<file path="src/logic/csr_params.svh">
// CSR cluster constants: hart count, credit depths, register width, reset values
`ifndef CSR_PARAMS_SVH
`define CSR_PARAMS_SVH

// Number of harts served by the cluster
`define CSR_NUM_HARTS 4

// Request queue depth per hart, also the requester's initial credits per hart
`define CSR_REQ_CREDITS 4

// Response buffer depth per hart inside the merger
`define CSR_RESP_CREDITS 2

// Both credit depths are powers of two so that buffer pointers wrap on their own

`define CSR_XLEN 64

// MPP = 3 (machine mode), MIE and MPIE clear
`define CSR_MSTATUS_RESET 64'h0000_0000_0000_1800

// MXL = 2 (RV64) in the top bits, base ISA bit I set
`define CSR_MISA_VALUE 64'h8000_0000_0000_0100

`endif

</file>
<file path="src/logic/csr_pkg.sv">
// CSR cluster package: operation encoding, request and response structs, CSR addresses
`include "csr_params.svh"

package csr_pkg;

  localparam int HART_W = $clog2(`CSR_NUM_HARTS);

  typedef enum logic [1:0] {
    CSR_OP_READ        = 2'd0,
    CSR_OP_WRITE       = 2'd1,  // Swap, returns the old value
    CSR_OP_TRAP_ENTER  = 2'd2,  // Returns mtvec
    CSR_OP_TRAP_RETURN = 2'd3   // Returns mepc
  } csr_op_e;

  typedef struct packed {
    csr_op_e              op;
    logic [11:0]          addr;
    logic [`CSR_XLEN-1:0] wdata;
    logic [`CSR_XLEN-1:0] cause;  // Trap entry only
    logic [`CSR_XLEN-1:0] epc;    // Trap entry only
    logic [`CSR_XLEN-1:0] tval;   // Trap entry only
  } csr_req_t;

  typedef struct packed {
    logic [`CSR_XLEN-1:0] data;
    logic                 illegal;
    logic [HART_W-1:0]    hart;
  } csr_resp_t;

  // Machine-mode CSR addresses
  localparam logic [11:0] CSR_MSTATUS   = 12'h300;
  localparam logic [11:0] CSR_MISA      = 12'h301;
  localparam logic [11:0] CSR_MIE       = 12'h304;
  localparam logic [11:0] CSR_MTVEC     = 12'h305;
  localparam logic [11:0] CSR_MSCRATCH  = 12'h340;
  localparam logic [11:0] CSR_MEPC      = 12'h341;
  localparam logic [11:0] CSR_MCAUSE    = 12'h342;
  localparam logic [11:0] CSR_MTVAL     = 12'h343;
  localparam logic [11:0] CSR_MIP       = 12'h344;
  localparam logic [11:0] CSR_MINSTRET  = 12'hb02;
  localparam logic [11:0] CSR_MVENDORID = 12'hf11;
  localparam logic [11:0] CSR_MHARTID   = 12'hf14;

endpackage

</file>
<file path="src/logic/csr_chan_if.sv">
// Credit-based channel interface with a type-parameterized payload
`timescale 1ns/1ps

interface csr_chan_if #(
  parameter type payload_t = logic
);

  logic     valid;    // Only sent while the sender holds a credit
  payload_t payload;
  logic     credit;   // One-cycle pulse per freed receiver entry

  // Valid is never withdrawn, so there is no ready
  modport sender (
    output valid,
    output payload,
    input  credit
  );

  modport receiver (
    input  valid,
    input  payload,
    output credit
  );

endinterface

</file>
<file path="src/logic/csr_hart_file.sv">
// Per-hart CSR file: request queue, machine-mode registers, operation execution
`timescale 1ns/1ps
`include "csr_params.svh"

module csr_hart_file import csr_pkg::*; #(
  parameter int HART_ID = 0
) (
  input  logic          clk,
  input  logic          rst,
  csr_chan_if.receiver  req,
  csr_chan_if.sender    resp
);

  localparam int XL   = `CSR_XLEN;
  localparam int QD   = `CSR_REQ_CREDITS;
  localparam int QW   = $clog2(QD);
  localparam int QCW  = $clog2(QD + 1);
  localparam int RCW  = $clog2(`CSR_RESP_CREDITS + 1);
  localparam int MIE  = 3;
  localparam int MPIE = 7;
  localparam logic [XL-1:0] MSTATUS_WMASK = 64'h1888;  // MPP, MPIE and MIE

  csr_req_t       q_mem [QD];
  logic [QW-1:0]  q_wr_ptr;
  logic [QW-1:0]  q_rd_ptr;
  logic [QCW-1:0] q_count;
  logic [RCW-1:0] resp_cnt;
  csr_req_t       head;
  logic           exec;
  logic           q_push;
  logic           q_pop;
  logic [XL-1:0]  mstatus, mie, mtvec, mscratch;
  logic [XL-1:0]  mepc, mcause, mtval, mip, minstret;
  logic [XL-1:0]  rd_val;
  logic           known;
  logic           illegal;
  logic           wr_en;
  logic           done_q;
  csr_resp_t      resp_q;

  // An empty queue lets the arriving request execute straight away
  assign head   = (q_count == '0) ? req.payload : q_mem[q_rd_ptr];
  assign exec   = ((q_count != '0) || req.valid) && (resp_cnt != '0);
  assign q_push = req.valid && !(exec && q_count == '0);
  assign q_pop  = exec && (q_count != '0);

  always_ff @(posedge clk) begin
    if (q_push) begin
      q_mem[q_wr_ptr] <= req.payload;
    end
  end

  always_ff @(posedge clk) begin
    if (rst) begin
      q_wr_ptr <= '0;
      q_rd_ptr <= '0;
      q_count  <= '0;
      resp_cnt <= RCW'(`CSR_RESP_CREDITS);
    end else begin
      q_wr_ptr <= q_wr_ptr + QW'(q_push);
      q_rd_ptr <= q_rd_ptr + QW'(q_pop);
      q_count  <= q_count + QCW'(q_push) - QCW'(q_pop);
      resp_cnt <= resp_cnt + RCW'(resp.credit) - RCW'(exec);  // Spent at execute time
    end
  end

  always_comb begin
    known  = 1'b1;
    rd_val = '0;
    case (head.addr)
      CSR_MSTATUS:   rd_val = mstatus;
      CSR_MISA:      rd_val = `CSR_MISA_VALUE;
      CSR_MIE:       rd_val = mie;
      CSR_MTVEC:     rd_val = mtvec;
      CSR_MSCRATCH:  rd_val = mscratch;
      CSR_MEPC:      rd_val = mepc;
      CSR_MCAUSE:    rd_val = mcause;
      CSR_MTVAL:     rd_val = mtval;
      CSR_MIP:       rd_val = mip;
      CSR_MINSTRET:  rd_val = minstret;  // Operations done before this one
      CSR_MVENDORID: rd_val = '0;
      CSR_MHARTID:   rd_val = XL'(HART_ID);
      default:       known  = 1'b0;
    endcase
  end

  // Trap ops ignore the address field
  assign illegal = ((head.op == CSR_OP_READ) && !known) ||
                   ((head.op == CSR_OP_WRITE) && (!known || head.addr inside
                     {CSR_MISA, CSR_MVENDORID, CSR_MHARTID, CSR_MINSTRET}));
  assign wr_en   = exec && (head.op == CSR_OP_WRITE) && !illegal;

  always_ff @(posedge clk) begin
    if (rst) begin
      mstatus  <= `CSR_MSTATUS_RESET;
      mie      <= '0;
      mtvec    <= '0;
      mscratch <= '0;
      mepc     <= '0;
      mcause   <= '0;
      mtval    <= '0;
      mip      <= '0;
      minstret <= '0;
    end else if (exec) begin
      minstret <= minstret + XL'(1);  // Illegal ops count as completed too
      if (wr_en) begin
        case (head.addr)
          CSR_MSTATUS:  mstatus  <= (mstatus & ~MSTATUS_WMASK) | (head.wdata & MSTATUS_WMASK);
          CSR_MIE:      mie      <= head.wdata;
          CSR_MTVEC:    mtvec    <= head.wdata;
          CSR_MSCRATCH: mscratch <= head.wdata;
          CSR_MEPC:     mepc     <= head.wdata;
          CSR_MCAUSE:   mcause   <= head.wdata;
          CSR_MTVAL:    mtval    <= head.wdata;
          CSR_MIP:      mip      <= head.wdata;
          default:      ;
        endcase
      end
      if (head.op == CSR_OP_TRAP_ENTER) begin
        mepc             <= head.epc;
        mcause           <= head.cause;
        mtval            <= head.tval;
        mstatus[MPIE]    <= mstatus[MIE];
        mstatus[MIE]     <= 1'b0;
        mstatus[12:11]   <= 2'b11;
      end
      if (head.op == CSR_OP_TRAP_RETURN) begin
        mstatus[MIE]  <= mstatus[MPIE];
        mstatus[MPIE] <= 1'b1;
      end
    end
  end

  always_ff @(posedge clk) begin
    if (exec) begin
      resp_q <= '{data: illegal ? '0 :
                        (head.op == CSR_OP_TRAP_ENTER)  ? mtvec :
                        (head.op == CSR_OP_TRAP_RETURN) ? mepc : rd_val,
                  illegal: illegal, hart: HART_W'(HART_ID)};
    end
  end

  always_ff @(posedge clk) begin
    if (rst) begin
      done_q <= 1'b0;
    end else begin
      done_q <= exec;
    end
  end

  assign resp.valid   = done_q;
  assign resp.payload = resp_q;
  assign req.credit   = done_q;  // Queue slot credit goes back with the response

  a_resp_credit_bound: assert property (@(posedge clk) disable iff (rst)
    resp.credit && !exec |-> resp_cnt < RCW'(`CSR_RESP_CREDITS));
  a_queue_not_full: assert property (@(posedge clk) disable iff (rst)
    q_push |-> q_count < QCW'(QD));

endmodule

</file>
<file path="src/flat_wrapper.sv">
// flat-port wrapper written by rule: the top's interface ports become plain ports
module csr_hart_file_flat import csr_pkg::*;
#(
  parameter int HART_ID = 0
)
  (clk, rst, req_valid, req_payload, req_credit, resp_valid, resp_payload, resp_credit);
  csr_chan_if req_i ();
  csr_chan_if resp_i ();
  input  logic clk;
  input  logic rst;
  input wire logic [$bits(req_i.valid)-1:0] req_valid;
  input wire logic [$bits(req_i.payload)-1:0] req_payload;
  output wire logic [$bits(req_i.credit)-1:0] req_credit;
  output wire logic [$bits(resp_i.valid)-1:0] resp_valid;
  output wire logic [$bits(resp_i.payload)-1:0] resp_payload;
  input wire logic [$bits(resp_i.credit)-1:0] resp_credit;
  assign req_i.valid = req_valid;
  assign req_i.payload = req_payload;
  assign req_credit = req_i.credit;
  assign resp_valid = resp_i.valid;
  assign resp_payload = resp_i.payload;
  assign resp_i.credit = resp_credit;
  csr_hart_file #(.HART_ID(HART_ID)) u_core (.clk(clk), .rst(rst), .req(req_i), .resp(resp_i));
endmodule
</file>
<file path="config.mk">
export PLATFORM = sky130hd
export DESIGN_NAME = csr_hart_file_flat
export DESIGN_NICKNAME = d
export VERILOG_FILES = /design/src/logic/csr_pkg.sv /design/src/logic/csr_chan_if.sv /design/src/logic/csr_hart_file.sv /design/src/flat_wrapper.sv
export VERILOG_INCLUDE_DIRS = /design/src /design/src/logic
export SDC_FILE = /design/constraint.sdc
export NUM_CORES = 1
export LEC_CHECK = 0
export ABC_AREA = 1
export BUFFER_PORTS_ARGS = -buffer_cell sky130_fd_sc_hd__buf_4
export CAP_MARGIN = 15
export CORE_AREA = 10 10 47 49
export DETAILED_ROUTE_END_ITERATION = 16
export DIE_AREA = 0 0 57 59
export PLACE_DENSITY_LB_ADDON = 0.12
export SYNTH_ARGS = -nofsm -noshare
export SYNTH_HDL_FRONTEND = slang
export SYNTH_SLANG_ARGS = --single-unit
</file>
<file path="constraint.sdc">
create_clock -name clk -period 4.86 [get_ports clk]
set_clock_uncertainty 0.05 [all_clocks]
set_input_delay 0.243 -clock clk [delete_from_list [all_inputs] [get_ports clk]]
set_output_delay 0.243 -clock clk [all_outputs]
set_load 0.05 [all_outputs]
</file>
==> results of run 1 <==
[cell type report]
| cell class | instances | area, sq um |
|---|---|---|
| Clock buffer | 3 | 22.52 |
| Fill cell | 165 | 964.7 |
| Inverter | 16 | 60.06 |
| Multi-Input combinational cell | 29 | 176.4 |
| Sequential cell | 6 | 120.1 |
| Tap cell | 16 | 20.02 |
| Timing Repair Buffer | 5 | 37.54 |
[power groups by stage]
stage | clock network [W] | logic [W] | registers [W]
6_report | 0.0000444 | 0.000187 | 0.0000826
5_1_grt | 0.0000512 | 0.000232 | 0.0000862
4_1_cts | 0.0000478 | 0.000193 | 0.0000831
3_5_place_dp | 0 | 0.000193 | 0.0000838
3_3_place_gp | 0 | 0.000193 | 0.0000838
2_1_floorplan | 0 | 0.000148 | 0.0000911
[Yosys cell counts]
library cell / n
conb_1: 1
fa_1: 1
nand3b_1: 2
a21oi_1: 2
buf_4: 2
inv_1: 15
nor2_1: 6
dfxtp_1: 6
inv_2: 1
nand2_1: 9
ha_1: 4
nor2_2: 1
nand3_1: 3
[flip-flops by register name, summed over array words and instances, names as in the netlist]
signal,cells
u_core.q_count,3
u_core.req.credit,1
u_core.resp_cnt,2
[logic make-up (layout without fill, tap and decap cells)]
logic type                 Yosys count  count (layout)  share of synthesized area
and+or+nand+nor                     21              21                     0.2491
buffers and inverters               18              24                     0.2020
AOI/OAI and AO/OA                    2               2                    0.02694
other                                1               1                    0.01009
adders and majority gates            5               5                     0.1886
DFF                                  6               6                     0.3232
[how the worst max path moves through the flow]
stage / start / to / slack (ns) / cells after the start
global placement: u_core.q_count[2] / u_core.q_count[2] / 3.04 / 8
floorplan: u_core.q_count[2] / u_core.q_count[2] / 3.13 / 8
finish: u_core.q_count[2] / u_core.q_count[2] / 3.04 / 8
detailed placement: u_core.q_count[2] / u_core.q_count[2] / 3.04 / 8
CTS: u_core.q_count[2] / u_core.q_count[2] / 3.02 / 8
global route: u_core.q_count[2] / u_core.q_count[2] / 2.87 / 9
[metrics by stage]
stage	worst slack, ns	util	area (sq um)	total power [W]	instances
2_1_floorplan	3.128	-	371.6	0.0002388	53
3_3_place_gp	3.035	0.2955	414.1	0.0002769	72
3_5_place_dp	3.037	0.2955	414.1	0.0002769	72
4_1_cts	3.023	0.3116	436.7	0.0003243	75
5_1_grt	2.868	0.3116	436.7	0.0003698	75
6_report	3.044	0.3116	436.7	0.0003144	75
[routing by layer]
| metal | vias up | track usage |
|---|---|---|
| li1 | 164 | - |
| met1 | 123 | 0.04524 |
| met2 | 5 | 0.05736 |
| met3 | 0 | 0.04506 |
| met4 | 0 | 0.02013 |
| met5 | - | 0 |
==> results.ini, run 1 <==
[routing]
drc = 0
met1_length_um = 281
ant_nets = 0
drt-vias-per-instance = 3.893
met3_wirelength_um = 55
via_count = 292
finalWirelength_um = 583
routedWlPerCell_um = 7.773
highest_layer = met3
initialDrtViolationCount = 3
dr.pass1.iters = 2
wl_met2_um = 246

[clock_tree]
clk_path_buf_depth = 2
cts-root-buf = clkbuf_4
cts_tree = done
cts_setup_buffers = 0
cts.clk_slew.worst_paths_ns = 0.04
cts_buffers = 3
clock_latency_ns = 0.24
clock_sinks = 6
htreeDepth = 1
postCtsHoldBufs = 0
cts_resized = 0

[flow_run]
drv_cap = 0

[setup_path]
r2r_start = u_core.q_count[2]
critPathKind = reg -> reg
cp_top_family = adder cells
critPathSlowestCell = fa_1
critPathBufInv = 1
path_cells = nor2_2 > a21oi_1 > ha_1 > inv_1 > ha_1 > fa_1 > a21oi_1 > nor2_1
slowest_delay_ns = 0.41
rr_endpoint = u_core.q_count[2]
endpoint_kind = flop
critical_path_arrival_ns = 1.90
required_ns = 4.94
rrSetupSlack_ns = 3.04
critPathLaunchType = flop
r2r.worst_path.cells = 8
path_max_fanout = 3

[timing]
finalCriticalPeriod_ns = 1.816
timing.fmax_mhz = 550.8
setup_viol = 0
hold_ws_ns = 0.1492
tns_ns = 0
rsz0062_at_grt = false
fin_crit_sh = 0.3736
drv_slew = 0
hold_viol = 0

[grt]
grt_pass1_wl_mm = 1.124
grt_pass1_vias = 294
grt_max_degree = 6
gr-total-overflow = 0
grtUsageTotal = 0.04412
antenna_found_initial = 0

[die]
dieWidth_um = 57
start_util = 0.2652
dieArea_sq_um = 3363
die_h_um = 59
core-area_sq_um = 1401
rows = 14
io_pins = 8

[synth]
mappedNetlistNets = 63
postSynthCellCount = 53
syn_area_per_cell_sq_um = 7.011
ys_seq_area_frac = 0.3232
syn-cell-area_sq_um = 371.6
yosysTopAreaCell = dfxtp_1
ys_seq_elements = 6
yosys_warnings = 0
netlist_top_cells_area = dfxtp_1, inv_1, ha_1
ys_types = 13
netlist.area_leader.share = 0.3232

[place]
port_buffers = 5
hpwl_um = 512.2
place.gp.congestion = 0.6626

[final_layout]
nets = 71
layout_common_cells = inv_1, nand2_1, nor2_1, dfxtp_1, buf_4
drive_gt1_frac = 0.1695
final_common_cell = inv_1
syn_to_final_growth_pct = 17.51
n_antenna_cell = 0

[min_path]
hp-class = in -> reg
holdPathStages = 2
min_from = rst
hold_path_end = u_core.q_count[1]

[power]
p_leak_nw = 0.2537
internal_power_w = 0.0001733
p_per_area_nw_per_um2 = 720.0
switching_power_w = 0.0001411
combPwrFrac = 0.596
p_sw_frac = 0.4487
pwr-share-clk = 0.141
pwr-share-seq = 0.263
ir_worst_vdd_mv = 0.1886

[run_status]
outcome = completed

No activity file was read; power rests on OpenSTA's default activity.
==> inputs of run 2 (changes only) <==
Clock period 4.86 ns to 1.9 ns, I/O delays scaled along.
==> results.ini, run 2 (synthesis gave the netlist of run 1 again) <==
[timing]
finalWorstSetupSlack_ns = 0.09887  ; -2.946 ns
hold_ws_ns = 0.1290  ; -0.02025 ns
hold_viol = 0  ; unchanged
finalCriticalPeriod_ns = 1.801  ; -0.01441 ns
tns_ns = 0  ; unchanged
setup_viol = 0  ; unchanged
drv_slew = 0  ; unchanged
fin_crit_sh = 0.9480  ; +0.5744
timing.fmax_mhz = 555.2  ; +0.80%

[grt]
antenna_found_initial = 0  ; unchanged
grt_pass1_wl_mm = 1.159  ; +3.1%
gr-total-overflow = 0  ; unchanged
grt_pass1_vias = 299  ; +1.7%
grtUsageTotal = 0.04542  ; +0.001298
grt_max_degree = 6  ; unchanged

[power]
ir_worst_vdd_mv = 0.5040  ; +170%
p_per_area_nw_per_um2 = 1820  ; +150%
power_w = 0.0008471  ; +170%
p_leak_nw = 0.2635  ; +3.8%

[setup_path]
critPathSlowestCell = fa_2
critPathLaunchType = flop
path_max_fanout = 3  ; unchanged
r2r_start = u_core.q_count[1]
rrSetupSlack_ns = 0.1  ; -2.95 ns
path_cells = nor2_4 > a21oi_1 > ha_1 > inv_1 > ha_1 > fa_2 > inv_1 > nor2_1
critical_path_arrival_ns = 1.93  ; +0.03 ns
endpoint_kind = flop
required_ns = 2.02  ; -2.92 ns
slowest_delay_ns = 0.53  ; +0.12 ns
rr_endpoint = u_core.q_count[1]
r2r.worst_path.cells = 8  ; unchanged
critPathKind = reg -> reg

[routing]
finalWirelength_um = 615  ; +5.5%
drt-vias-per-instance = 3.987  ; +2.4%
highest_layer = met3
met1_length_um = 270  ; -3.9%
met3_wirelength_um = 61  ; +11%
dr.pass1.iters = 2  ; unchanged
ant_nets = 0  ; unchanged
via_count = 307  ; +5.1%
wl_met2_um = 283  ; +15%
initialDrtViolationCount = 3  ; unchanged
drc = 0  ; unchanged
routedWlPerCell_um = 7.987  ; +2.7%

[min_path]
holdPathStages = 4  ; +2
hp-class = in -> reg
min_from = resp_credit
hold_path_end = u_core.resp_cnt[0]

[die]
die_h_um = 59  ; unchanged
core-area_sq_um = 1401  ; unchanged
dieArea_sq_um = 3363  ; unchanged
io_pins = 8  ; unchanged
start_util = 0.2652  ; unchanged
rows = 14  ; unchanged
dieWidth_um = 57  ; unchanged

[clock_tree]
htreeDepth = 1  ; unchanged
cts_buffers = 3  ; unchanged
cts.clk_slew.worst_paths_ns = 0.04  ; about the same
clock_sinks = 6  ; unchanged
cts_tree = done
clk_path_buf_depth = 2  ; unchanged
cts-root-buf = clkbuf_4
clock_latency_ns = 0.24  ; about the same

[final_layout]
n_antenna_cell = 0  ; unchanged
final_area_sq_um = 465.4  ; +6.6%
final_common_cell = inv_1
nets = 73  ; +2.8%
fill_cells = 162  ; -1.8%
top_register = u_core.q_count
syn_to_final_growth_pct = 25.25
layout_common_cells = inv_1, nand2_1, buf_4
drive_gt1_frac = 0.2295  ; +0.06002
largest_register_ffs = 3  ; unchanged

[place]
place.gp.congestion = 0.6627  ; about the same
port_buffers = 5  ; unchanged
placed_area_sq_um = 414.1  ; unchanged
hpwl_um = 512.2  ; unchanged
dp_slack_ns = 0.07713  ; -2.960 ns

[flow_run]
drv_cap = 0  ; unchanged

[run_status]
outcome = completed

-- run 2: changes by cell type in the layout (fill, tap and decap cells not counted) --
| cell | before | now |
|---|---|---|
| fa_1 | 1 | 0 |
| dfxtp_2 | 0 | 1 |
| nor2_4 | 0 | 1 |
| dfxtp_1 | 6 | 5 |
| dlygate4sd3_1 | 0 | 1 |
| fa_2 | 0 | 1 |
| nor2_1 | 6 | 5 |
| buf_4 | 5 | 6 |
-- run 2: worst max-delay path by stage --
stage,start,slack [ns],end,cells past startpoint
2_1_floorplan,u_core.q_count[2],0.17,u_core.q_count[2],8
3_3_place_gp,u_core.q_count[2],0.08,u_core.q_count[2],8
3_5_place_dp,u_core.q_count[2],0.08,u_core.q_count[2],8
4_1_cts,u_core.q_count[2],0.06,u_core.q_count[2],8
5_1_grt,u_core.q_count[1],-0.01,u_core.q_count[1],8
6_report,u_core.q_count[1],0.1,u_core.q_count[1],8
-- run 2: stage by stage --
step                cells    util
floorplan              53       -
detailed placement     72  0.2955
global placement       72  0.2955
global route           77  0.3321
finish                 77  0.3321
CTS                    76  0.3188
-- run 2: critical path: cells and delay by family (launching register included) --
| family | cells | cell delay [ns] |
|---|---|---|
| buffers and inverters | 2 | 0.08 |
| AO/OA/AOI/OAI | 1 | 0.07 |
| flip-flops | 1 | 0.34 |
| adder cells (fa/ha/maj) | 3 | 1.01 |
| AND/OR/NAND/NOR | 2 | 0.19 |
-- run 2: final cells by class --
class                   count  area, sq um  share of cell area
clock buffers               3        22.52             0.04839
inverters                  16        60.06              0.1290
multi-input cells          29        186.4              0.4005
flip-flops and latches      6        121.4              0.2608
well taps                  16        20.02             0.04301
repair buffers              7        55.05              0.1183
-- run 2: power by group --
group | switching, W | internal (W) | total [W]
Clock | 0.0000424 | 0.0000712 | 0.000114
Combinational | 0.000294 | 0.000217 | 0.000512
Sequential | 0.0000400 | 0.000182 | 0.000222
Total | 0.000376 | 0.000471 | 0.000847
-- run 2: layer usage --
layer / GRT usage / vias up
met5: 0 / -
met4: 0.02013 / 0
met3: 0.04721 / 0
met2: 0.06202 / 5
met1: 0.04405 / 133
li1: - / 169
-- run 2: timing repair --
item / 4_1_cts / 5_1_grt
gates resized for setup: 0 / 4
hold buffers: 1 / 0
setup endpoints to repair: 0 / 2
endpoints found under the hold margin: 4 / 0
setup buffers: 0 / 1
